`config.mk`:
```
export PLATFORM = sky130hd
export DESIGN_NAME = pcControl
export DESIGN_NICKNAME = d
export VERILOG_FILES = /design/src/wiscPkg.sv /design/src/pcControl.sv
export VERILOG_INCLUDE_DIRS = /design/src
export SDC_FILE = /design/constraint.sdc
export NUM_CORES = 1
export LEC_CHECK = 0
export BUFFER_PORTS_ARGS = -buffer_cell sky130_fd_sc_hd__buf_2
export CAP_MARGIN = 20
export CORE_ASPECT_RATIO = 1.1
export CORE_MARGIN = 1
export CORE_UTILIZATION = 45
export DETAILED_ROUTE_END_ITERATION = 8
export MAX_ROUTING_LAYER = met4
export PLACE_DENSITY = 0.78
export SYNTH_ARGS = -nofsm -noshare
export SYNTH_HDL_FRONTEND = slang
export SYNTH_SLANG_ARGS = --single-unit
```
`constraint.sdc`:
```
create_clock -name vclk -period 3.4
set_input_delay 0.68 -clock vclk [all_inputs]
set_output_delay 0.68 -clock vclk [all_outputs]
set_load 0.01 [all_outputs]
```
`src/wiscCpu_settings.svh`:
```
`ifndef WISCCPU_SETTINGS_SVH
`define WISCCPU_SETTINGS_SVH

////////////////////////////////////////
// Datapath sizing
////////////////////////////////////////

// Data and address width
`define WORD_WIDTH 16

// General registers, R0 included
`define REG_COUNT 16

////////////////////////////////////////
// Memory sizing in 16-bit words
////////////////////////////////////////

`define IMEM_DEPTH 256 // Program store
`define DMEM_DEPTH 256 // Load/store space

`endif
```
`src/wiscPkg.sv`:
```
`include "wiscCpu_settings.svh"

package wiscPkg;

	// Top nibble of the instruction
	typedef enum logic [3:0]
	{
		OP_ADD, OP_SUB, OP_XOR, OP_RED,
		OP_SLL, OP_SRA, OP_ROR, OP_PADDSB,
		OP_LW, OP_SW, OP_LLB, OP_LHB,
		OP_B, OP_BR, OP_PCS, OP_HLT
	} opcodeE;

	// Branch condition, bits 11:9 of B and BR
	typedef enum logic [2:0]
	{
		CND_NEQ, CND_EQ, CND_GT, CND_LT,
		CND_GTE, CND_LTE, CND_OVFL, CND_UNCOND
	} condE;

	// Same order as the low opcode bits of the ALU group
	typedef enum logic [2:0]
	{
		ALU_ADD, ALU_SUB, ALU_XOR, ALU_RED,
		ALU_SLL, ALU_SRA, ALU_ROR, ALU_PADDSB
	} aluOpE;

	// Write-back source select
	typedef enum logic [2:0] {WB_ALU, WB_MEM, WB_LLB, WB_LHB, WB_PCS} wbSelE;

	typedef struct packed
	{
		logic zero;
		logic overflow;
		logic negative;
	} flagsT;

	// Mask bits line up with the fields of flagsT
	typedef struct packed
	{
		flagsT flags;
		logic [2:0] mask;
	} aluUpdateT;

	// Decoder output bundle
	typedef struct packed
	{
		logic [$clog2(`REG_COUNT)-1:0] srcReg1;
		logic [$clog2(`REG_COUNT)-1:0] srcReg2;
		logic [$clog2(`REG_COUNT)-1:0] dstReg;
		logic writeReg;
		wbSelE wbSel;
		aluOpE aluOp;
		logic useImm;                 // ALU b from imm, not srcData2
		logic [`WORD_WIDTH-1:0] imm;
		logic setFlags;
		logic memEnable;
		logic memWrite;
		logic branch;                 // B or BR
		logic isReg;                  // BR target from register
		condE cond;
		logic halt;
	} decodeT;

endpackage

```
`src/pcControl.sv`:
```
`timescale 1ns/1ps
`include "wiscCpu_settings.svh"

module pcControl
(
	input logic enable,
	input wiscPkg::condE cond,
	input logic [8:0] imm,
	input wiscPkg::flagsT flags,
	input logic [`WORD_WIDTH-1:0] pc,
	input logic [`WORD_WIDTH-1:0] target,
	input logic isReg,
	input logic halt,
	output logic [`WORD_WIDTH-1:0] nextPC
);

	logic condMet;
	logic [`WORD_WIDTH-1:0] pcPlus2;
	logic [`WORD_WIDTH-1:0] branchPC;

	always_comb
	begin
		condMet = 1'b0;
		case (cond)
			wiscPkg::CND_NEQ:    condMet = !flags.zero;
			wiscPkg::CND_EQ:     condMet = flags.zero;
			wiscPkg::CND_GT:     condMet = !flags.zero && !flags.negative;
			wiscPkg::CND_LT:     condMet = flags.negative;
			wiscPkg::CND_GTE:    condMet = flags.zero || !flags.negative;
			wiscPkg::CND_LTE:    condMet = flags.negative || flags.zero;
			wiscPkg::CND_OVFL:   condMet = flags.overflow;
			wiscPkg::CND_UNCOND: condMet = 1'b1;
		endcase
	end

	assign pcPlus2 = pc + 16'd2;
	// Word offset to byte offset
	assign branchPC = pcPlus2 + {{6{imm[8]}}, imm, 1'b0};

	always_comb
	begin
		if (halt)
			nextPC = pc; // Parked on HLT
		else if (enable && condMet)
			nextPC = isReg ? target : branchPC;
		else
			nextPC = pcPlus2;
	end

	// Branch and HLT decode from disjoint opcodes
	always_comb
	begin
		assert final (!(enable && halt))
			else $error("pcControl: branch enable and halt both high");
	end

endmodule

```
======== Word level (Yosys, flattened, before mapping) ========
Index checks and enable logic that the tools add are counted.
operators by class
  mux-type cells .......................... 4
  equal/unequal tests ..................... 7
  reduce and logical (&&, ||, !) cells .... 7
  $add $sub $neg .......................... 2
operators with widths
  kind                                                              count
  16-bit 2-to-1 mux                                                 3
  16-bit adder                                                      1
  16-bit by 2-bit adder with 16-bit output (second input constant)  1
  3-bit == test (second input constant)                             4
  1-bit one-hot mux with 8 select lines                             1
  3-bit by 2-bit == test with 1-bit output (second input constant)  2
  3-bit by 1-bit == test with 1-bit output (second input constant)  1
  3-bit logical NOT                                                 1
  1-bit logical AND                                                 2
  1-bit logical NOT                                                 2
  1-bit logical OR                                                  2
storage, ports and cells
  bits in registers ....................... 0
  output and inout bits ................... 16
  word-level logic and storage cells ...... 20

======== Logic depth before layout (Yosys ltp) ========
  depth after elaboration ................. 6
  gate-level depth with buffers ........... 11
  mapped depth without buffers ............ 10

======== Least setup slack after synthesis ========
OpenSTA, ideal clock, no wires.
  path type ............................... input port to output port
  start point ............................. input port pc[3]
  end point ............................... output port nextPC[14]
  path buffers ............................ 1
  required time ........................... 2.720 ns
  slack ................................... -0.134 ns
  arrival time ............................ 2.854 ns
  cell stages on the path ................. 11
  cells stage by stage .................... and4_1 > buf_6 > nand4_1 > xnor2_1 > ha_1 > a21o_1 > a31o_2 > or4_1 > o22ai_2 > mux2i_1 > a31oi_1
between the ends
  cells in the longest elaborated chain, start to end .. 5
RTL lines
  what                                          line             RTL
  from (decl)                                   pcControl.sv:10  input logic [`WORD_WIDTH-1:0] pc,
  16-bit by 2-bit adder with 16-bit output (*)  pcControl.sv:36  assign pcPlus2 = pc + 16'd2;
  16-bit adder                                  pcControl.sv:38  assign branchPC = pcPlus2 + {{6{imm[8]}}, imm, 1'b0};
  16-bit 2-to-1 mux                             pcControl.sv:45  nextPC = isReg ? target : branchPC;
  16-bit 2-to-1 mux (*)                         pcControl.sv:44  else if (enable && condMet)
  16-bit 2-to-1 mux (*)                         pcControl.sv:42  if (halt)
  to (decl)                                     pcControl.sv:14  output logic [`WORD_WIDTH-1:0] nextPC
Every way passes the cells marked *; elsewhere a longest branch is shown, timed or not.

======== Final worst setup path ========
  start point ............................. input port pc[6]
  end point ............................... output port nextPC[14]
The elaborated chain is that of the path after synthesis.

==> reports/metrics.cfg <==
[detailed_routing]
antenna_left = 0
via_count = 2655
drc = 0
firstDrtPassIters = 5
viasPerCell = 6.556
wl_met2_um = 4158
met1_length_um = 3013
avgRoutedWirePerCell_um = 21.06
route.met3.wl_um = 637
totalWireLength_um = 8529
drt-initial-drc-count = 265
highest_layer = met4

[grt]
grt_max_degree = 24
grt_pass1_wl_um = 11350
grt_pass1_vias = 2476
grt_usage = 0.3887
overflow = 0
antenna_found_initial = 0

[cells_and_area]
diodes = 0
layout_commonest_cell = buf_4
fillers = 186
most-common-layout-cells = buf_4, buf_2, nand2_1, a21oi_1, o21ai_0
regArea_um2 = 0
fin_util = 0.8625
drive_gt1_frac = 0.5630
nFlopsAndLatches = 0
syn_to_final_growth_pct = 78.94
n_clock_buffer = 0
fin_nets = 429

[die]
start_util = 0.4820
die_x_um = 59.66
ios = 66
fp.dieH_um = 65.42
num_rows = 22
die_area_um2 = 3903
core_area_um2 = 3413

[worst_setup_path]
worstSetupEndpointType = output port
cpPeakStageDelay_ns = 0.48
crit_family = simple AND/OR/NAND/NOR gates
path_class = input port to output port
crit_fanout = 4
crit_slowest_cell = or4_4
start_kind = input port
crit_chain = buf_6 > and4_4 > buf_4 > buf_6 > nand4_1 > xnor2_2 > ha_4 > nor2b_1 > or4_4 > o22ai_2 > mux2i_1 > a31oi_1 > buf_2
arrival_ns = 3.28
cp.required_ns = 2.72
crit_path_frequent_cell = buf_6
crit_buf_inv = 4

[outcome]
violations = negative setup slack
status = finished with violations

[timing]
setup_viol = 9
period_needed_ns = 3.961
final-hold-violation-count = 0
worst_pin_slew_ns = 0.5337
finalWorstSetupSlack_ns = -0.5610
final_max_slew_viol_count = 0
layout_worst_path_cycle_share = 1.165
maxSlewHeadroom = 0.6442
rsz0062_at_grt = yes
holdWs_ns = 1.670
fmax_mhz = 252.5

[pwr]
finalPower_mw = 0.5299
powerDensity_nw_per_um2 = 180.0
peakVddDrop_v = 0.0001123
leakage_nw = 1.368

[flow_run]
drv_cap = 0

[yosys]
synth_top_area_share = 0.1445
synthCells = 233
netlist_area_um2 = 1645
yosysSeqAreaShare = 0
synth_area_leaders = ha_1, a21oi_1, xnor2_1
ys_types = 59
synth_nets = 303
yosys.area.top_type = ha_1
ys_warn_count = 0
avgSynthCellArea_um2 = 7.061

[placed_design]
dp_hpwl_um = 4469
routabilityCongestion = 0.9585
port_buffers = 66

[clock_tree]
cts_hold_buf = 0

[worst_hold_path]
hold_path_class = input port to output port

## synth_stat cells (2+ instances only)
| master | number |
|---|---|
| xor2_1 | 6 |
| buf_2 | 2 |
| a22oi_1 | 4 |
| a31o_2 | 2 |
| or3_1 | 5 |
| nand2b_1 | 3 |
| clkbuf_1 | 2 |
| o31a_1 | 2 |
| ha_1 | 19 |
| buf_6 | 5 |
| a22o_1 | 2 |
| nand4_1 | 5 |
| o21ai_0 | 20 |
| nor2_1 | 10 |
| o31ai_1 | 2 |
| a31oi_1 | 3 |
| and4_1 | 2 |
| a211oi_1 | 2 |
| xnor2_1 | 13 |
| a21o_1 | 5 |
| inv_1 | 10 |
| o311ai_0 | 2 |
| a21oi_1 | 23 |
| a221oi_1 | 4 |
| nor3_1 | 6 |
| and2_1 | 3 |
| nand3_1 | 10 |
| mux2i_1 | 2 |
| nor2b_1 | 4 |
| nand2_1 | 22 |
| o211ai_1 | 4 |
| mux2_2 | 2 |
## kinds of logic after synthesis
family                   share of synthesized area
AO/OA/AOI/OAI                               0.3551
XOR/XNOR                                    0.1011
adder cells (fa/ha/maj)                     0.1567
buffers and inverters                      0.08061
multiplexers                               0.03498
AND/OR/NAND/NOR                             0.2715
## repair_timing
item | 4_1_cts | 5_1_grt
gates resized for setup | 66 | 30
pin swaps | 34 | 26
buffers inserted | 9 | 6
setup endpoints to repair | 11 | 11
hold endpoints to repair | 0 | 0
## path summary, 6_finish.rpt
check                 start          to  slack [ns]  cells past startpoint
hold / removal    target[0]   nextPC[0]        1.67                      3
setup / recovery      pc[6]  nextPC[14]       -0.56                     13
## report_power, final
| part | internal, mW | switching (mW) |
|---|---|---|
| registers | 0 | 0 |
| logic | 0.259 | 0.271 |
| clock network | 0 | 0 |
## layout make-up
cell class,count,area (um2),area share
inverters,10,40.04,0.01360
well taps,48,60.06,0.02040
repair buffers,135,925.9,0.3145
multi-input cells,212,1918,0.6515
## stage by stage
| step | cells | TNS [ns] | area (um2) | worst slack, ns |
|---|---|---|---|---|
| 5_1_grt | 405 | -3.640 | 2944 | -0.6005 |
| 6_report | 405 | -3.027 | 2944 | -0.5610 |
| 4_1_cts | 399 | -1.232 | 2705 | -0.2974 |
| 3_5_place_dp | 391 | -2.572 | 2359 | -0.4757 |
| 3_3_place_gp | 391 | -2.301 | 2359 | -0.3883 |
| 2_1_floorplan | 233 | -0.09842 | 1650 | -0.09842 |
## layer usage
layer,vias to the layer above,track usage
li1,1136,-
met1,1217,0.3995
met2,214,0.6917
met3,88,0.04528
met4,0,0.2355
met5,-,-
(Power assumes the default switching activity.)
