===== src/wiscCpu_settings.svh =====
`ifndef WISCCPU_SETTINGS_SVH
`define WISCCPU_SETTINGS_SVH

////////////////////////////////////////
// Datapath sizing
////////////////////////////////////////

// Data and address width
`define WORD_WIDTH 16

// General registers, R0 included
`define REG_COUNT 16

////////////////////////////////////////
// Memory sizing in 16-bit words
////////////////////////////////////////

`define IMEM_DEPTH 256 // Program store
`define DMEM_DEPTH 256 // Load/store space

`endif

===== src/registerFile.sv =====
`timescale 1ns/1ps
`include "wiscCpu_settings.svh"

module registerFile
(
	input logic clk,
	input logic reset,
	input logic [$clog2(`REG_COUNT)-1:0] srcReg1,
	input logic [$clog2(`REG_COUNT)-1:0] srcReg2,
	input logic [$clog2(`REG_COUNT)-1:0] dstReg,
	input logic writeReg,
	input logic [`WORD_WIDTH-1:0] dstData,
	output logic [`WORD_WIDTH-1:0] srcData1,
	output logic [`WORD_WIDTH-1:0] srcData2,
	input logic [$clog2(`REG_COUNT)-1:0] dbgReg,
	output logic [`WORD_WIDTH-1:0] dbgData
);

	logic [`WORD_WIDTH-1:0] regs [`REG_COUNT];

	////////////////////////////////////////
	// Write port
	////////////////////////////////////////

	always_ff @(posedge clk)
	begin
		if (reset)
		begin
			for (int i = 0; i < `REG_COUNT; i++)
				regs[i] <= '0; // Whole file cleared
		end
		else if (writeReg)
			regs[dstReg] <= dstData; // R0 writable too
	end

	// Async reads, no bypass
	assign srcData1 = regs[srcReg1];
	assign srcData2 = regs[srcReg2];
	assign dbgData = regs[dbgReg]; // Debug tap

endmodule


===== config.mk =====
export PLATFORM = sky130hd
export DESIGN_NAME = registerFile
export DESIGN_NICKNAME = d
export VERILOG_FILES = /design/src/registerFile.sv
export VERILOG_INCLUDE_DIRS = /design/src
export SDC_FILE = /design/constraint.sdc
export NUM_CORES = 1
export LEC_CHECK = 0
export BUFFER_PORTS_ARGS = -buffer_cell sky130_fd_sc_hd__buf_4
export CAP_MARGIN = 20
export CORE_MARGIN = 1
export CORE_UTILIZATION = 51
export CTS_CLUSTER_DIAMETER = 120
export DETAILED_ROUTE_END_ITERATION = 8
export PLACE_DENSITY = 0.68
export SETUP_SLACK_MARGIN = 0.3
export SYNTH_ARGS = -nofsm -noshare
export SYNTH_HDL_FRONTEND = slang
export SYNTH_SLANG_ARGS = --single-unit

===== constraint.sdc =====
create_clock -name clk -period 2.5 [get_ports clk]
set_input_delay 0.5 -clock clk [delete_from_list [all_inputs] [get_ports clk]]
set_output_delay 0.5 -clock clk [all_outputs]
set_load 0.1 [all_outputs]

# ---- Word level (Yosys, flattened, before mapping)
# Memory sizes are Yosys's and may differ from the RTL's.
# Cells that the tools add are included.
dict set report word_totals {
  regBits 0
  ramBits 256
  out_inout_bits 48
  word_cells 10
  memories 1
}
# memory words word_bits rd rd_ports_with_merged_regs wr line_no
set memory_table {}
lappend memory_table {regs 16 16 3 0 16 registerFile.sv:19} ;# logic [`WORD_WIDTH-1:0] regs [`REG_COUNT];
dict set report op_classes {
  n_mux 8
  reduce_logical 1
}
# op n
set op_table {}
lappend op_table {{two-way mux 16 bit} 1}
lappend op_table {{OR reduction 16 bit} 1}
lappend op_table {{two-way mux 1 bit} 6}
lappend op_table {{two-way mux 4 bit} 1}

# ---- Longest topological paths before layout
# Gate-level depths: netlist (run 1).
dict set report logic_depth {
  depth_word 5
  mapped_depth 5
  mapped_depth_nobuf 3
}

# ---- Worst setup path before layout (run 1)
# OpenSTA, ideal clock, no wires.
dict set report synth_timing {
  kind {input to output}
  from {input dbgReg[0]}
  to {output dbgData[10]}
  arrival_time_ns 2.280
  setup_slack_ns -0.280
  path_stages 5
  cell_sequence {buf_2 buf_2 mux4_2 a22oi_1 nand2_1}
}
dict set report synth_via {
  elab_chain_len 1
}
# element line_no
set synth_lines {}
lappend synth_lines {{start, declared} registerFile.sv:15} ;# input logic [$clog2(`REG_COUNT)-1:0] dbgReg,
lappend synth_lines {{memory (16 x 16 bit)} --}
lappend synth_lines {{end, declared} registerFile.sv:16} ;# output logic [`WORD_WIDTH-1:0] dbgData
# No other way between the ends.

==> impl_results.md, run 1 <==
- Final instance area: 19500 sq um
- Worst Slack Setup Final: -0.0576 ns
- Largest fanout on the critical path: 3
- Synth Instances: 996
- Die height: 175 microns
- Syn Area/Cell: 15.3 sq um
- Fin crit period: 2.56 ns
- Hpwl dp: 32.4 mm
- Die area: 30600 sq um
- Violated checks: negative setup slack
- Ant diodes: 0
- Synthesis-to-finish area growth: 27.8%
- NumNets Final: 1137
- Synth Cell Area: 15300 sq um
- # setup viols final: 11
- CTS tree: built
- Dpl cell area: 17800 sq um
- Yosys reg bits: 256
- Max reg flops: 256
- Crit path required time: 2.00 ns
- Seq/Total Area, Yosys: 50.4%
- H-tree Lvls: 1
- Synth area leader: edfxtp_1
- Max-cap violations: 0
- First-pass GRT wire length: 72.2 mm
- Root Buffer: clkbuf_16
- RSZ-0062 raised after global routing: yes
- Layout cells sized above 1: 53.3%
- Port Buffer Count: 82
- DR pass1 iterations: 5
- Asr flop ratio synth: 0%
- RD Place Congestion: 0.869
- Non-Filler Instances: 1504
- Biggest regs: regs x256
- Cell with the most instances after synthesis: edfxtp_1
- Top cells by area, synth: edfxtp_1 (50%), mux4_2 (28%), and2_1 (10%)
- CTS Buffer Depth: 3
- Ys Warns: 0
- Mapped Nets: 1031
- 1st-iter DRT viols: 1210
- Vias: 10377
- Clock slew at reported path FFs: 0.07 ns
- Relative slew slack: 56.9%
- Placed insts: 1440
- Synth cell count leaders: edfxtp_1 (256), and2_1 (243), mux4_2 (192)
- Tightest Pin Transition: 0.647 ns
- Synth cell types: 22
- Fillers: 2013
- Site Rows: 62
- Initial antenna violation count: 0
- Routed len/inst: 33.2 microns
- Final Hold Vio Count: 0
- Crit. End Element: primary output
- Slew Viols, Final: 0
- Inserted Clock Buffers: 27
- Share of the synthesized area in the top cell type: 50.4%
- Pre-CTS WS: -0.0614 ns
- Largest reg by FF count: regs
- Top FF cell, synth: edfxtp_1
- Setup TNS: -0.235 ns
- Largest net degree at the start of global routing: 25
- Post-DRT Antenna Nets: 0
- Run status: finished, violations left
- DRC: 0
- Die X: 175 microns
- Post-synth EDFFs: 256
- PwrDens: 626 nW/um^2
- Congestion Overflow GR: 0
- Initial cell density of the core: 52.5%
- Fin crit share: 102%
- DRT Wirelength: 49.9 mm
- Arr. time, crit path: 2.06 ns
- Vias in the first global route: 10622
- I/O pins: 83
- Vias/cell: 6.90
- CP startpoint kind: flop
- Tot Pwr: 12.2 mW
- Hold slack final: 0.345 ns
- Worst hold path type: input pin to flop
- Setup CP Type: flop to primary output
- Peak VDD IR: 502 uV
- Core area: 29100 sq um
- Clock sink total: 256
- Layout Utilization: 67.1%
- Pleak: 6.74 nW
- Global Route Usage Sum: 33.4%
- Max frequency: 391 MHz
power breakdown:
group / switching [mW] / internal, mW
clock network: 1.66 / 2.07
logic: 1.94 / 1.38
registers: 0.183 / 4.98
total: 3.78 / 8.43
layout make-up:
class / instances / area (sq um) / area share, %
clock inverter: 14 / 88.8 / 0.455
tap: 384 / 480 / 2.46
clock buffer: 33 / 698 / 3.58
timing repair buffer: 174 / 2500 / 12.8
multi-input combinational: 643 / 8050 / 41.3
sequential: 256 / 7690 / 39.4
timing repair:
action | in CTS | in global routing
setup buffers | 10 | 3
pin swaps | 42 | 33
setup endpoints to repair | 48 | 48
gates cloned | 3 | 1
resized for setup | 141 | 8
hold endpoints to repair | 0 | 0
hold buffers | 0 | 0
cells by family (layout without fill, tap and decap cells):
group                  count (synthesis)  after routing  synth area share (%)
buffers and inverters                 97            221                  2.58
flip-flops                           256            256                  50.4
AO/OA/AOI/OAI                         96             96                  4.72
AND/OR/NAND/NOR                      355            355                  14.0
multiplexers                         192            192                  28.3
per-layer routing:
layer | global-route usage, % | wire length, microns | vias up
met5 | 0 | 0 | -
met4 | 13.0 | 2480 | 0
met3 | 5.29 | 4660 | 155
met2 | 54.7 | 24000 | 666
met1 | 45.2 | 18700 | 5372
li1 | - | - | 4184
final timing paths:
path | to | slack [ns] | start | cells after the start
max | dbgData[3] | -0.06 | regs[3][3]$_SDFFCE_PN0P_ | 4
min | regs[3][5]$_SDFFCE_PN0P_ | 0.35 | dstData[5] | 2
critical path: stages, from the launching register on:
cell and delay, ns:
edfxtp_1 0.40, mux4_2 0.52, a22oi_2 0.31, nand2_4 0.11, buf_12 0.18
layout by cell type (no fill, tap or decap), types with 3 or more instances in the layout:
cell type  synthesis  routed
edfxtp_1         256     256
and2_1           243     243
mux4_2           192     192
a22oi_2            0      96
buf_12             0      79
buf_4              0      77
nand2_4            0      48
clkbuf_16          0      28
or2_2             16      16
and2_2            16      16
buf_8              0      11
nor2_1            12       9
clkinv_2           0       8
nor2b_2            0       6
clkbuf_1          63       6
nor2_2             2       5
clkinv_1           0       5
buf_16             0       5
nor3_2             2       3
Note: power is estimated with default switching activity, not from simulation.
==> run 2: changes to the inputs <==
==> constraint.sdc (replaced) <==
create_clock -name clk -period 2.5 [get_ports clk]
set_input_delay 0.5 -clock clk [delete_from_list [all_inputs] [get_ports clk]]
set_output_delay 0.5 -clock clk [all_outputs]
set_load 0.02 [all_outputs]
==> run 2 against run 1 <==
  * The flow still finishes with violations (negative setup slack)
  * Non-clock buffer count rose by 35
  * Routed wire length rose by 3.1%
  * Combinational power fell by 28%
  * First-iteration DRC count rose by 29%
  * Clock power rose by 13%
  * Power fell by 3.7%
  * Sequential share of layout area rose by 0.44 points
  * Cell area fell by 1.1%
  * Via count rose by 4.1%
  * Largest cell class unchanged
  * Largest power group unchanged
==> impl_results.md, run 2 (synthesized netlist as in run 1, its figures left out) <==
- Run status: finished, violations left (unchanged)
- Violated checks: negative setup slack (unchanged)
- Pre-CTS WS: -0.0978 ns (was -0.0614 ns)
- 1st-iter DRT viols: 1561 (was 1210)
- Clock slew at reported path FFs: 0.06 ns (was 0.07 ns)
- Arr. time, crit path: 2.06 ns (about the same)
- Clock sink total: 256 (unchanged)
- CTS tree: built (unchanged)
- Synthesis-to-finish area growth: 26.4% (was 27.8%)
- Initial antenna violation count: 5 (was 0)
- Worst Slack Setup Final: -0.0578 ns (was -0.0576 ns)
- I/O pins: 83 (unchanged)
- Max-cap violations: 0 (unchanged)
- RD Place Congestion: 0.884 (was 0.869)
- Largest reg by FF count: regs (unchanged)
- Port Buffer Count: 82 (unchanged)
- Hpwl dp: 31.9 mm (was 32.4 mm)
- Layout cells sized above 1: 52.7% (was 53.3%)
- Slew Viols, Final: 0 (unchanged)
- Fin crit share: 102% (about the same)
- Initial cell density of the core: 52.5% (unchanged)
- Max reg flops: 256 (unchanged)
- Post-DRT Antenna Nets: 0 (unchanged)
- Root Buffer: clkbuf_16 (unchanged)
- RSZ-0062 raised after global routing: yes (unchanged)
- Fin crit period: 2.56 ns (about the same)
- Core area: 29100 sq um (unchanged)
- Vias/cell: 6.99 (was 6.90)
- DR top layer: met4 (unchanged)
- Relative slew slack: 42.3% (was 56.9%)
- Post-route met1 wirelength: 17.9 mm (was 18.7 mm)
- Routed len/inst: 33.3 microns (was 33.2 microns)
- Tightest Pin Transition: 0.863 ns (was 0.647 ns)
- Most frequent cells in the layout: edfxtp_1 (256), and2_1 (242), mux4_2 (192) (was edfxtp_1 (256), and2_1 (243), mux4_2 (192))
- Vias: 10801 (was 10377)
- Die X: 175 microns (unchanged)
- Routed length on met2: 24.6 mm (was 24.0 mm)
- # setup viols final: 2 (was 11)
- Largest net degree at the start of global routing: 35 (was 25)
- Post-CTS Hold Buffers: 0 (unchanged)
- Peak VDD IR: 620 uV (was 502 uV)
- Commonest non-fill, non-tap cell in the layout: edfxtp_1 (unchanged)
- Fillers: 1996 (was 2013)
- Congestion Overflow GR: 0 (unchanged)
- Pleak: 6.82 nW (was 6.74 nW)
- CTS Buffer Depth: 3 (unchanged)
- Final Hold Vio Count: 0 (unchanged)
- Met3 WL: 5.94 mm (was 4.66 mm)
- PwrDens: 609 nW/um^2 (was 626 nW/um^2)
- DRC: 0 (unchanged)
- Biggest regs: regs x256 (unchanged)
- CP startpoint kind: flop (unchanged)
- First-pass GRT wire length: 74.6 mm (was 72.2 mm)
- Largest fanout on the critical path: 3 (unchanged)
- Crit. End Element: primary output (unchanged)
- Vias in the first global route: 11003 (was 10622)
- Max frequency: 391 MHz (about the same)
- Site Rows: 62 (unchanged)
- Die height: 175 microns (unchanged)
- Layout Utilization: 66.3% (was 67.1%)
- Inserted Clock Buffers: 28 (was 27)
- Setup CP Type: flop to primary output (unchanged)
- Global Route Usage Sum: 34.5% (was 33.4%)
- NumNets Final: 1173 (was 1137)
- Worst hold path type: input pin to flop (unchanged)
- H-tree Lvls: 1 (unchanged)
- Die area: 30600 sq um (unchanged)
- DRT Wirelength: 51.5 mm (was 49.9 mm)
- Crit path required time: 2.00 ns (about the same)
- DR pass1 iterations: 5 (unchanged)
-- run 2: worst max-delay path, cell delays in order (launching register included) --
cell and delay [ns]:
edfxtp_1 0.41, mux4_2 0.57, a22oi_2 0.21, buf_4 0.14, nand2_2 0.05, buf_6 0.14
-- run 2: metrics by stage --
stage | instances | hold slack (ns) | instance area, sq um | power, mW | TNS, ns
3_5_place_dp | 1473 | 0.907 | 17300 | 7.29 | -1.59
4_1_cts | 1542 | 0.343 | 19200 | 11.7 | -0.0461
6_report | 1546 | 0.354 | 19300 | 11.8 | -0.0735
3_3_place_gp | 1473 | 0.902 | 17300 | 7.26 | -1.85
2_1_floorplan | 996 | 0.698 | 15500 | 6.40 | 0
5_1_grt | 1545 | 0.363 | 19300 | 12.0 | -0.537
-- run 2: final timing paths --
kind | cells after the start | slack, ns | to | from
max | 5 | -0.06 | srcData2[2] | regs[11][2]$_SDFFCE_PN0P_
min | 2 | 0.35 | regs[2][7]$_SDFFCE_PN0P_ | dstData[7]
-- run 2: power by group --
group | switching, mW | total [mW] | internal, mW | leakage, nW
logic | 1.19 | 2.38 | 1.19 | 3.92
registers | 0.177 | 5.16 | 4.98 | 2.44
clock network | 1.71 | 4.22 | 2.50 | 0.452
-- run 2: final cells by class --
type	instances	area [sq um]	area share [%]
Clock buffer	32	737	3.82
Sequential cell	256	7690	39.8
Timing Repair Buffer	209	2460	12.7
Multi-Input combinational cell	643	7730	40.1
Clock inverter	18	184	0.953
Antenna cell	4	10.0	0.0519
Tap cell	384	480	2.49
-- run 2: timing repair --
item | CTS | global route
buffers inserted | 11 | 0
pin swaps | 73 | 11
endpoints found under the setup margin | 48 | 48
hold endpoints to repair | 0 | 0
cloned | 8 | 0
gates resized for setup | 141 | 10
-- run 2: layer usage --
layer | GRT usage (%) | vias up
li1 | - | 4269
met1 | 45.0 | 5465
met2 | 54.3 | 896
met3 | 7.11 | 171
met4 | 19.2 | 0
met5 | 0 | -
