--- src/wiscCpu_settings.svh ---
`ifndef WISCCPU_SETTINGS_SVH
`define WISCCPU_SETTINGS_SVH

////////////////////////////////////////
// Datapath sizing
////////////////////////////////////////

// Data and address width
`define WORD_WIDTH 16

// General registers, R0 included
`define REG_COUNT 16

////////////////////////////////////////
// Memory sizing in 16-bit words
////////////////////////////////////////

`define IMEM_DEPTH 256 // Program store
`define DMEM_DEPTH 256 // Load/store space

`endif
--- src/wiscPkg.sv ---
`include "wiscCpu_settings.svh"

package wiscPkg;

	// Top nibble of the instruction
	typedef enum logic [3:0]
	{
		OP_ADD, OP_SUB, OP_XOR, OP_RED,
		OP_SLL, OP_SRA, OP_ROR, OP_PADDSB,
		OP_LW, OP_SW, OP_LLB, OP_LHB,
		OP_B, OP_BR, OP_PCS, OP_HLT
	} opcodeE;

	// Branch condition, bits 11:9 of B and BR
	typedef enum logic [2:0]
	{
		CND_NEQ, CND_EQ, CND_GT, CND_LT,
		CND_GTE, CND_LTE, CND_OVFL, CND_UNCOND
	} condE;

	// Same order as the low opcode bits of the ALU group
	typedef enum logic [2:0]
	{
		ALU_ADD, ALU_SUB, ALU_XOR, ALU_RED,
		ALU_SLL, ALU_SRA, ALU_ROR, ALU_PADDSB
	} aluOpE;

	// Write-back source select
	typedef enum logic [2:0] {WB_ALU, WB_MEM, WB_LLB, WB_LHB, WB_PCS} wbSelE;

	typedef struct packed
	{
		logic zero;
		logic overflow;
		logic negative;
	} flagsT;

	// Mask bits line up with the fields of flagsT
	typedef struct packed
	{
		flagsT flags;
		logic [2:0] mask;
	} aluUpdateT;

	// Decoder output bundle
	typedef struct packed
	{
		logic [$clog2(`REG_COUNT)-1:0] srcReg1;
		logic [$clog2(`REG_COUNT)-1:0] srcReg2;
		logic [$clog2(`REG_COUNT)-1:0] dstReg;
		logic writeReg;
		wbSelE wbSel;
		aluOpE aluOp;
		logic useImm;                 // ALU b from imm, not srcData2
		logic [`WORD_WIDTH-1:0] imm;
		logic setFlags;
		logic memEnable;
		logic memWrite;
		logic branch;                 // B or BR
		logic isReg;                  // BR target from register
		condE cond;
		logic halt;
	} decodeT;

endpackage

--- src/alu.sv ---
`timescale 1ns/1ps
`include "wiscCpu_settings.svh"

module alu
(
	input wiscPkg::aluOpE op,
	input logic [`WORD_WIDTH-1:0] a,
	input logic [`WORD_WIDTH-1:0] b,
	output logic [`WORD_WIDTH-1:0] result,
	output wiscPkg::aluUpdateT update
);

	logic [`WORD_WIDTH:0] addExt, subExt; // One guard bit for saturation
	logic [9:0] redSum;                   // Four bytes need ten bits
	logic [2*`WORD_WIDTH-1:0] rorWide;
	logic overflow;

	// Clamp a 17-bit signed sum to the 16-bit range
	function automatic logic [`WORD_WIDTH-1:0] satWord(input logic [`WORD_WIDTH:0] s);
		if (s[`WORD_WIDTH] != s[`WORD_WIDTH-1])
			satWord = s[`WORD_WIDTH] ? 16'h8000 : 16'h7FFF;
		else
			satWord = s[`WORD_WIDTH-1:0];
	endfunction

	// One PADDSB lane, clamped to -8..7
	function automatic logic [3:0] satNibble(input logic [3:0] x, input logic [3:0] y);
		logic [4:0] s;
		s = {x[3], x} + {y[3], y};
		if (s[4] != s[3])
			satNibble = s[4] ? 4'h8 : 4'h7;
		else
			satNibble = s[3:0];
	endfunction

	////////////////////////////////////////
	// Shared arithmetic
	////////////////////////////////////////

	assign addExt = {a[`WORD_WIDTH-1], a} + {b[`WORD_WIDTH-1], b};
	assign subExt = {a[`WORD_WIDTH-1], a} - {b[`WORD_WIDTH-1], b};
	assign redSum = {{2{a[7]}}, a[7:0]} + {{2{a[15]}}, a[15:8]}
		+ {{2{b[7]}}, b[7:0]} + {{2{b[15]}}, b[15:8]};
	assign rorWide = {a, a} >> b[3:0]; // Low half holds the rotate

	always_comb
	begin
		overflow = 1'b0;
		update.mask = 3'b000; // Flags kept unless the op says otherwise
		case (op)
			wiscPkg::ALU_ADD:
			begin
				result = satWord(addExt);
				overflow = addExt[`WORD_WIDTH] ^ addExt[`WORD_WIDTH-1];
				update.mask = 3'b111;
			end
			wiscPkg::ALU_SUB:
			begin
				result = satWord(subExt);
				overflow = subExt[`WORD_WIDTH] ^ subExt[`WORD_WIDTH-1];
				update.mask = 3'b111;
			end
			wiscPkg::ALU_XOR:
			begin
				result = a ^ b;
				update.mask = 3'b100; // Z only
			end
			wiscPkg::ALU_RED:
				result = {{6{redSum[9]}}, redSum}; // Sign-extended byte sum
			wiscPkg::ALU_SLL:
			begin
				result = a << b[3:0];
				update.mask = 3'b100;
			end
			wiscPkg::ALU_SRA:
			begin
				result = $signed(a) >>> b[3:0];
				update.mask = 3'b100;
			end
			wiscPkg::ALU_ROR:
			begin
				result = rorWide[`WORD_WIDTH-1:0];
				update.mask = 3'b100;
			end
			wiscPkg::ALU_PADDSB:
				result = {satNibble(a[15:12], b[15:12]), satNibble(a[11:8], b[11:8]),
					satNibble(a[7:4], b[7:4]), satNibble(a[3:0], b[3:0])};
		endcase
		update.flags.zero = (result == '0);
		update.flags.overflow = overflow;     // Only set on saturation
		update.flags.negative = result[`WORD_WIDTH-1];
	end

endmodule

--- config.mk ---
export PLATFORM = sky130hd
export DESIGN_NAME = alu
export DESIGN_NICKNAME = d
export VERILOG_FILES = /design/src/wiscPkg.sv /design/src/alu.sv
export VERILOG_INCLUDE_DIRS = /design/src
export SDC_FILE = /design/constraint.sdc
export NUM_CORES = 1
export LEC_CHECK = 0
export BUFFER_PORTS_ARGS = -buffer_cell sky130_fd_sc_hd__buf_2
export CAP_MARGIN = 20
export CORE_MARGIN = 8
export CORE_UTILIZATION = 55
export DETAILED_ROUTE_END_ITERATION = 7
export GPL_TIMING_DRIVEN = 1
export PLACE_DENSITY = 0.74
export RECOVER_POWER = 100
export REMOVE_ABC_BUFFERS = 1
export SYNTH_ARGS = -nofsm -noshare
export SYNTH_HDL_FRONTEND = slang
export SYNTH_SLANG_ARGS = --single-unit
--- constraint.sdc ---
create_clock -name vclk -period 7.05
set_clock_uncertainty 0.15 [all_clocks]
set_input_delay 1.41 -clock vclk [all_inputs]
set_output_delay 1.41 -clock vclk [all_outputs]
set_load 0.02 [all_outputs]
# [After elaboration in Yosys (flattened, before gate mapping)]
# Cells that the tools add are included.
[totals] regBits=0 word_cells=47
[classes] shift=3 eq_ne=13 n_mux=15 n_bitwise=3 reduce_logical=4 n_addsub=9
[op_table] cell="$pmux 16 s8" count=1
[op_table] cell="$mux 16" count=4
[op_table] cell="$mux 4" count=8
[op_table] cell="$shr 32x4->16" count=1
[op_table] cell="$add 4x4->5" count=4
[op_table] cell="$add 16x16->17" count=1
[op_table] cell="$sub 16x16->17" count=1
[op_table] cell="$logic_not 16->1" count=1
[op_table] cell="$shl 16x4->16" count=1
[op_table] cell="$sshr 16x4->16" count=1
[op_table] cell="$xor 16x16->16" count=1
[op_table] cell="$eq 3x3->1 const B" count=4
[op_table] cell="$add 10x10->10" count=1
[op_table] cell="$add 9x8->10" count=1
[op_table] cell="$add 8x8->9" count=1
[op_table] cell="$eq 3x2->1 const B" count=2
[op_table] cell="$ne 1x1->1" count=6
[op_table] cell="$pmux 3 s2" count=1
[op_table] cell="$reduce_or 4->1" count=1
[op_table] cell="$eq 3x1->1 const B" count=1
[op_table] cell="$logic_not 3->1" count=1
[op_table] cell="$pmux 1 s2" count=1
[op_table] cell="$reduce_or 2->1" count=1
[op_table] cell="$xor 1x1->1" count=2

# [Logic depth before layout (Yosys ltp)]
# Gate-level depths: netlist of the first run.
[logic_depth] depth_word=5 mapped_depth=19 depth_no_buf=17

# [Worst setup path after synthesis of the first run]
# OpenSTA, ideal clock, no wires.
[synth_path] kind="input-to-output" startpoint="input port b[1]" endpoint="output port update[5] (netlist bit)" slack_ps=-246 n_path_buf=2 arrival_time_ps=5736 cell_stages=18 cell_sequence="buf_4 -> clkinv_1 -> clkbuf_1 -> fa_1 -> fa_1 -> inv_1 -> ha_1 -> inv_1 -> fa_1 -> nor2b_1 -> o31ai_1 -> a2111oi_0 -> or3_1 -> a21boi_0 -> o32a_1 -> o21bai_1 -> nor4_1 -> and4b_1"
[synth_lines] element="start: declaration" line="alu.sv:8" rtl="input logic [`WORD_WIDTH-1:0] b,"
[synth_lines] element="end: declaration" line="alu.sv:10" rtl="output wiscPkg::aluUpdateT update"

==> impl_metrics.json, run 1 <==
{
  "crit_fanout": 3,
  "first_iter_violations": 874,
  "hold_viol": 0,
  "synthTopCellsByArea": "mux4_2, ha_1, fa_1",
  "gr-usage-all-layers_pct": 32.0,
  "coreArea_um2": 10300,
  "gp_congestion": 1.09,
  "wl_per_cell_um": 24.8,
  "end_kind": "output pin",
  "grt_pass1_wl_um": 36600,
  "p_leak_nw": 2.71,
  "drt-total-wl_um": 24100,
  "hold_path.startpoint": "op[0]",
  "finalPower_mw": 0.852,
  "slowest_stage": "fa_1",
  "antenna_found_initial": 0,
  "area.sequential_um2": 0,
  "period_minus_slack_ns": 6.99,
  "ys.warnings.count": 0,
  "vias": 6807,
  "ios": 57,
  "place_area_um2": 6420,
  "rsz0062_at_grt": "no",
  "diodes": 0,
  "first_global_vias": 6409,
  "nFlopsAndLatches": 0,
  "viasPerCell": 7.00,
  "post-synth-top-area-cell": "mux4_2",
  "crit_arrival_ns": 5.43,
  "period_share_pct": 99.2,
  "slowest_delay_ns": 0.53,
  "route.antenna.remaining_nets": 0,
  "design.die.area_um2": 14200,
  "worst-path-buf-inv": 6,
  "ir_drop_mv": 0.104,
  "worstPathRequired_ns": 5.49,
  "netlist_instances": 774,
  "fin_area_um2": 6490,
  "syn2layout_area_growth_pct": 10.7,
  "dp_hpwl_um": 19400,
  "drv_slew": 0,
  "grt_max_degree": 51,
  "overflow": 0,
  "outcome": "finished clean",
  "rows": 37,
  "maxCapViolCount": 0,
  "post-route-drc-count": 0,
  "io_buffers": 57,
  "clock_buffers": 0,
  "path_cells": "buf_2 > clkinv_2 > fa_1 > fa_1 > inv_1 > ha_2 > buf_4 > buf_4 > a21oi_2 > o211ai_1 > or3_1 > nand3_1 > nand3_1 > nor3_1 > o2bb2ai_1 > nor4b_2 > and4b_1 > buf_6",
  "critical_path.top_delay_family": "simple AND/OR/NAND/NOR gates",
  "fmax_mhz": 143,
  "ys_top_cells_by_count": "inv_1, nor2_1, o21ai_0",
  "die_w_um": 119,
  "fin_nets": 937,
  "ys_seq_area_share_pct": 0,
  "yosysMostFrequentCell": "inv_1",
  "fill_cells": 981,
  "final_core_util_pct": 62.9,
  "synth_area_um2": 5860,
  "crit_path_start": "b[1]",
  "syn_area_per_cell_um2": 7.58,
  "worstMarginPinSlew_ns": 1.23,
  "netlist.area_leader.share_pct": 9.22,
  "setup_violations": 0,
  "layout-drive-gt1-share_pct": 23.9,
  "chipHeight_um": 119,
  "drt_pass1_iterations": 6,
  "critPathLaunchType": "input pin",
  "slew_headroom_pct": 18.1,
  "initial_core_util_pct": 56.8,
  "yosys.cell_types.count": 94,
  "path_class": "input pin to output pin",
  "p_per_area_nw_per_um2": 131,
  "hp-class": "input pin to output pin"
}
## routing by layer
layer	global-route usage, %	routed length [µm]	vias up
met4	9.80	843	0
met3	8.97	3270	89
met2	49.1	10500	525
met1	42.6	9500	3191
met5	0	0	-
li1	-	-	3002
## cells by family (layout without fill, tap and decap cells)
family / after synthesis / count (layout) / synth area share [%]
xor+xnor: 36 / 36 / 5.70
fa+ha+maj: 75 / 75 / 18.4
compound gates: 271 / 271 / 32.5
simple gates: 218 / 218 / 19.0
mux: 55 / 55 / 14.8
buf+inv: 119 / 181 / 9.66
## stage by stage
stage	hold WS [ns]	cells	setup WS, ns	setup TNS [ns]
6_report	3.44	972	0.0592	0
5_1_grt	3.48	972	0.00808	0
4_1_cts	3.42	971	0.00819	0
3_5_place_dp	3.42	970	-0.319	-0.319
3_3_place_gp	3.40	970	-0.171	-0.171
2_1_floorplan	2.83	720	-0.127	-0.127
## timing repair
action	4_1_cts	5_1_grt
gates cloned	0	0
endpoints found under the hold margin	0	0
buffers inserted	1	1
hold buffers	0	0
endpoints found under the setup margin	1	2
pin swaps	8	12
gates resized for setup	11	11
## layout make-up
| type | instances | area [µm²] | area share, % |
|---|---|---|---|
| Multi-Input combinational cell | 655 | 5340 | 82.3 |
| Timing Repair Buffer | 116 | 733 | 11.3 |
| Inverter | 65 | 245 | 3.78 |
| Tap cell | 136 | 170 | 2.62 |
## power by group
part | switching (mW) | internal [mW] | total (mW)
clock | 0 | 0 | 0
combinational | 0.511 | 0.342 | 0.852
sequential | 0 | 0 | 0
## cell usage in the layout, fill, tap and decap left out, drive strengths merged, types with 7 or more instances in the layout
cell type,netlist,routed
o21ai,67,67
o21a,11,11
xor2,7,7
buf,24,109
a2111oi,7,7
a21o,12,12
a221oi,7,7
mux2i,17,17
nand3,14,14
nand2b,11,11
maj3,11,11
mux4,24,24
a31oi,16,16
nor3,21,21
nor2,62,62
clkbuf,30,7
a211oi,24,24
or3,8,8
nor4,8,8
o211ai,15,15
nor2b,11,11
a21oi,54,54
mux2,14,14
xnor2,29,29
o31ai,10,10
fa,22,22
o21bai,7,7
and2,10,10
inv,63,63
nand2,46,46
ha,42,42
## path summary, 6_finish.rpt
check        end  cells past startpoint  slack, ns
min    update[4]                      5       3.44
max    update[5]                     18       0.06
Note: power is estimated with default switching activity, not from simulation.
==> run 2, diff against run 1 <==
--- a/config.mk
+++ b/config.mk
@@ -6,13 +6,16 @@
 export SDC_FILE = /design/constraint.sdc
 export NUM_CORES = 1
 export LEC_CHECK = 0
+export ABC_AREA = 1
 export BUFFER_PORTS_ARGS = -buffer_cell sky130_fd_sc_hd__buf_2
 export CAP_MARGIN = 20
+export CELL_PAD_IN_SITES_DETAIL_PLACEMENT = 0
+export CELL_PAD_IN_SITES_GLOBAL_PLACEMENT = 2
 export CORE_MARGIN = 8
-export CORE_UTILIZATION = 55
+export CORE_UTILIZATION = 28
 export DETAILED_ROUTE_END_ITERATION = 7
 export GPL_TIMING_DRIVEN = 1
-export PLACE_DENSITY = 0.74
+export PLACE_DENSITY = 0.76
 export RECOVER_POWER = 100
 export REMOVE_ABC_BUFFERS = 1
 export SYNTH_ARGS = -nofsm -noshare
==> impl_metrics.json, run 2 <==
{
  "outcome": "finished clean",
  "hp-class": "input pin to output pin",
  "timing.final.ws_setup_ns": 0.385,
  "crit_arrival_ns": 5.11,
  "synth_area_um2": 5600,
  "initial_core_util_pct": 28.7,
  "area.sequential_um2": 0,
  "placed_cells": 1370,
  "final_core_util_pct": 30.8,
  "slowest_stage": "fa_1",
  "wl_per_cell_um": 18.7,
  "end_kind": "output pin",
  "post-synth-top-area-cell": "nand2_1",
  "fmax_mhz": 150,
  "hold_viol": 0,
  "met1_usage_pct": 29.1,
  "setup_violations": 0,
  "fin_nets": 1206,
  "period_minus_slack_ns": 6.67,
  "first_global_vias": 6639,
  "p_per_area_nw_per_um2": 116,
  "synthTopCellsByArea": "nand2_1, nand3_1, ha_1",
  "ir_drop_mv": 0.0453,
  "place_area_um2": 6040,
  "netlist_instances": 1073,
  "instances_no_fill": 1370,
  "crit_fanout": 7,
  "gp_congestion": 0.939,
  "setup_tns_ns": 0,
  "whs_path_depth": 3,
  "layout-drive-gt1-share_pct": 9.05,
  "antenna_found_initial": 0,
  "crit_path_start": "a[1]",
  "coreArea_um2": 19500,
  "netlist.area_leader.share_pct": 26.3,
  "final_cell_mix": "nand2_1, inv_1, nand3_1",
  "dp_slack_ns": 0.370,
  "grt_pass1_wl_um": 39200,
  "worstPathRequired_ns": 5.49,
  "path_cells": "buf_2 > inv_1 > fa_1 > fa_1 > inv_1 > ha_1 > inv_1 > fa_1 > inv_1 > nand3_1 > nand2_1 > nand4_1 > o211ai_1 > nand2_1 > nand2_1 > nor2_1 > buf_4 > o21ai_0 > nand2_1 > nor2_1 > nand2_1 > nor2_1 > buf_2",
  "die_w_um": 157,
  "nFlopsAndLatches": 0,
  "dp_hpwl_um": 21600,
  "final_common_cell": "nand2_1",
  "endpoint": "update[5]",
  "vias": 6848,
  "syn_area_per_cell_um2": 5.22,
  "drv_slew": 0,
  "slew_headroom_pct": 35.1,
  "diodes": 0,
  "slowest_delay_ns": 0.57,
  "drt-total-wl_um": 25600,
  "busiest_layer": "met2",
  "syn2layout_area_growth_pct": 7.39,
  "chipHeight_um": 157,
  "critPathLaunchType": "input pin",
  "rows": 51,
  "grt_max_degree": 40,
  "first_iter_violations": 513,
  "maxCapViolCount": 0,
  "post-route-drc-count": 0,
  "ys.warnings.count": 0,
  "io_buffers": 57,
  "path_common_cell": "nand2_1",
  "path_class": "input pin to output pin",
  "worstMarginPinSlew_ns": 0.970,
  "met3_usage_pct": 1.92,
  "finalPower_mw": 0.701,
  "clock_buffers": 0,
  "post-cts-setup-buffers": 0,
  "post_cts_resized": 0,
  "viasPerCell": 5.00,
  "fill_cells": 2407,
  "design.die.area_um2": 24800,
  "drt_pass1_iterations": 5,
  "route.antenna.remaining_nets": 0,
  "ios": 57,
  "fin_area_um2": 6020,
  "use_met2_pct": 33.3,
  "overflow": 0,
  "yosys.cell_types.count": 43,
  "period_share_pct": 94.5,
  "ys_top_cells_by_count": "nand2_1, inv_1, nand3_1",
  "yosysMostFrequentCell": "nand2_1",
  "rsz0062_at_grt": "no",
  "p_leak_nw": 3.45,
  "gr-usage-all-layers_pct": 20.6,
  "ys_seq_area_share_pct": 0,
  "timing.hold.ws_ns": 3.03,
  "holdBufCountCts": 0
}
-- run 2: changes by cell type in the layout (fill, tap and decap cells not counted), sizes merged, moves of 17 or more --
cell / previous run / this run
xnor2: 29 / 2
nand2: 46 / 410
o21ai: 67 / 49
a211oi: 24 / 0
nand3: 14 / 142
inv: 63 / 152
mux4: 24 / 0
mux2i: 17 / 0
buf: 109 / 52
nor2: 62 / 93
-- run 2: worst min path at each step --
| stage | slack (ns) | startpoint | endpoint |
|---|---|---|---|
| 3_3_place_gp | 3.00 | op[1] | update[0] |
| 4_1_cts | 3.01 | op[1] | update[1] |
| 6_report | 3.03 | op[1] | update[1] |
| 2_1_floorplan | 2.81 | op[0] | update[2] |
| 5_1_grt | 3.03 | op[1] | update[0] |
| 3_5_place_dp | 3.01 | op[1] | update[1] |
-- run 2: cell families (layout without fill, tap and decap cells) --
logic type,count (synthesis),count (layout),share of synthesized area [%]
fa+ha+maj,64,64,17.2
xor+xnor,22,22,3.44
buf+inv,190,222,15.1
simple gates,661,661,49.8
compound gates,136,136,14.4
-- run 2: final cells by class --
type | instances | area, µm² | area share (%)
Inverter | 153 | 577 | 9.59
Multi-Input combinational cell | 883 | 4750 | 79.0
Tap cell | 265 | 332 | 5.51
Timing Repair Buffer | 69 | 354 | 5.88
-- run 2: per-layer routing --
layer,share of wire (%),up-vias,wire (µm)
li1,-,3464,-
met1,49,3114,12500
met2,44,240,11200
met3,5.1,30,1310
met4,2.2,0,551
met5,0,-,0
-- run 2: where the power goes --
group,total (mW),switching [mW],internal (mW)
registers,0,0,0
logic,0.701,0.482,0.219
clock network,0,0,0
total,0.701,0.482,0.219
-- run 2: worst max-delay path: cells and delay by family --
kind,cells,cell delay [ns]
fa+ha+maj,4,1.56
buf+inv,7,0.89
compound gates,2,0.34
simple gates,10,0.89
==> run 3, diff against run 2 <==
--- a/config.mk
+++ b/config.mk
@@ -9,13 +9,13 @@
 export ABC_AREA = 1
 export BUFFER_PORTS_ARGS = -buffer_cell sky130_fd_sc_hd__buf_2
 export CAP_MARGIN = 20
-export CELL_PAD_IN_SITES_DETAIL_PLACEMENT = 0
-export CELL_PAD_IN_SITES_GLOBAL_PLACEMENT = 2
+export CELL_PAD_IN_SITES_DETAIL_PLACEMENT = 1
+export CELL_PAD_IN_SITES_GLOBAL_PLACEMENT = 1
 export CORE_MARGIN = 8
-export CORE_UTILIZATION = 28
+export CORE_UTILIZATION = 38
 export DETAILED_ROUTE_END_ITERATION = 7
 export GPL_TIMING_DRIVEN = 1
-export PLACE_DENSITY = 0.76
+export PLACE_DENSITY = 0.77
 export RECOVER_POWER = 100
 export REMOVE_ABC_BUFFERS = 1
 export SYNTH_ARGS = -nofsm -noshare
==> impl_metrics.json, run 3 (same netlist as run 2, synthesis figures left out) <==
{
  "p_leak_nw": 3.42,
  "maxCapViolCount": 0,
  "fmax_mhz": 151,
  "post-route-drc-count": 0,
  "initial_core_util_pct": 38.7,
  "coreArea_um2": 14500,
  "clock_buffers": 0,
  "gp_congestion": 0.990,
  "fill_cells": 2211,
  "diodes": 0,
  "crit_arrival_ns": 5.08,
  "vias": 7103,
  "layout-drive-gt1-share_pct": 8.64,
  "post-cts-setup-buffers": 0,
  "path_class": "input pin to output pin",
  "finalPower_mw": 0.697,
  "period_share_pct": 94.2,
  "wl_per_cell_um": 19.0,
  "final_cell_mix": "nand2_1, inv_1, nand3_1",
  "instances_no_fill": 1284,
  "design.die.area_um2": 18900,
  "critPathLaunchType": "input pin",
  "drt_pass1_iterations": 5,
  "hold_path.startpoint": "op[1]",
  "nFlopsAndLatches": 0,
  "syn2layout_area_growth_pct": 4.71,
  "dp_hpwl_um": 20600,
  "antenna_found_initial": 0,
  "route.antenna.remaining_nets": 0,
  "grt_max_degree": 40,
  "slowest_stage": "fa_1",
  "drv_slew": 0,
  "min_to": "update[1]",
  "period_minus_slack_ns": 6.64,
  "setup_tns_ns": 0,
  "hold_viol": 0,
  "slew_headroom_pct": 40.6,
  "final_common_cell": "nand2_1",
  "worst-path-buf-inv": 6,
  "worstPathRequired_ns": 5.49,
  "whs_path_depth": 3,
  "p_per_area_nw_per_um2": 119,
  "crit_fanout": 7,
  "grt_pass1_wl_um": 38600,
  "overflow": 0,
  "final_core_util_pct": 40.5,
  "path_cells": "buf_2 > inv_1 > fa_1 > fa_1 > inv_1 > ha_1 > inv_1 > fa_1 > inv_1 > nand3_1 > nand2_1 > nand4_1 > o211ai_1 > nor2_1 > nor2_1 > o21ai_0 > nand2_1 > nor2_1 > nand2_1 > nor2_1 > clkbuf_2",
  "chipHeight_um": 137,
  "viasPerCell": 5.53,
  "ir_drop_mv": 0.0585,
  "critical_path.top_delay_family": "adder cells",
  "end_kind": "output pin",
  "rsz0062_at_grt": "no",
  "drt-total-wl_um": 24400,
  "ios": 57,
  "placed_cells": 1284,
  "first_iter_violations": 530,
  "hp-class": "input pin to output pin",
  "post_cts_resized": 0,
  "area.sequential_um2": 0,
  "die_w_um": 137,
  "gr-usage-all-layers_pct": 26.1,
  "slowest_delay_ns": 0.57,
  "rows": 44,
  "outcome": "finished clean",
  "first_global_vias": 7157,
  "fin_nets": 1201,
  "holdBufCountCts": 0,
  "io_buffers": 57,
  "timing.hold.ws_ns": 3.04,
  "setup_violations": 0,
  "worstMarginPinSlew_ns": 0.888
}
-- run 3: changes by cell type in the layout (fill, tap and decap cells not counted), sizes merged --
cell and change:
buf -5
-- run 3: layer usage --
| layer | vias up | track usage, % | part of all wire (%) |
|---|---|---|---|
| li1 | 3449 | - | - |
| met3 | 32 | 1.71 | 6.1 |
| met1 | 3376 | 36.3 | 46 |
| met4 | 0 | 5.97 | 2.4 |
| met2 | 246 | 42.9 | 46 |
| met5 | - | 0 | 0 |
-- run 3: how the worst max path moves through the flow --
stage | startpoint | end | slack, ns | depth (start not counted)
floorplan | b[1] | update[5] | 0.56 | 20
global placement | a[1] | update[5] | 0.54 | 21
detailed placement | a[1] | update[5] | 0.46 | 21
CTS | a[1] | update[5] | 0.44 | 21
global route | a[1] | update[5] | 0.10 | 24
finish | a[1] | update[5] | 0.41 | 21
-- run 3: layout make-up --
type                            instances  area, µm²  share of cell area, %
Tap cell                              184        230                   3.92
Inverter                              153        577                   9.83
Multi-Input combinational cell        883       4740                   80.8
Timing Repair Buffer                   64        318                   5.42
-- run 3: report_power, final --
part	switching [mW]	internal [mW]
registers	0	0
logic	0.480	0.217
clock network	0	0
total	0.480	0.217
-- run 3: through the flow --
| step | setup WS, ns | area (µm²) |
|---|---|---|
| floorplan | 0.565 | 5330 |
| global placement | 0.541 | 5900 |
| detailed placement | 0.461 | 5900 |
| CTS | 0.442 | 5900 |
| global route | 0.102 | 5870 |
| finish | 0.406 | 5870 |
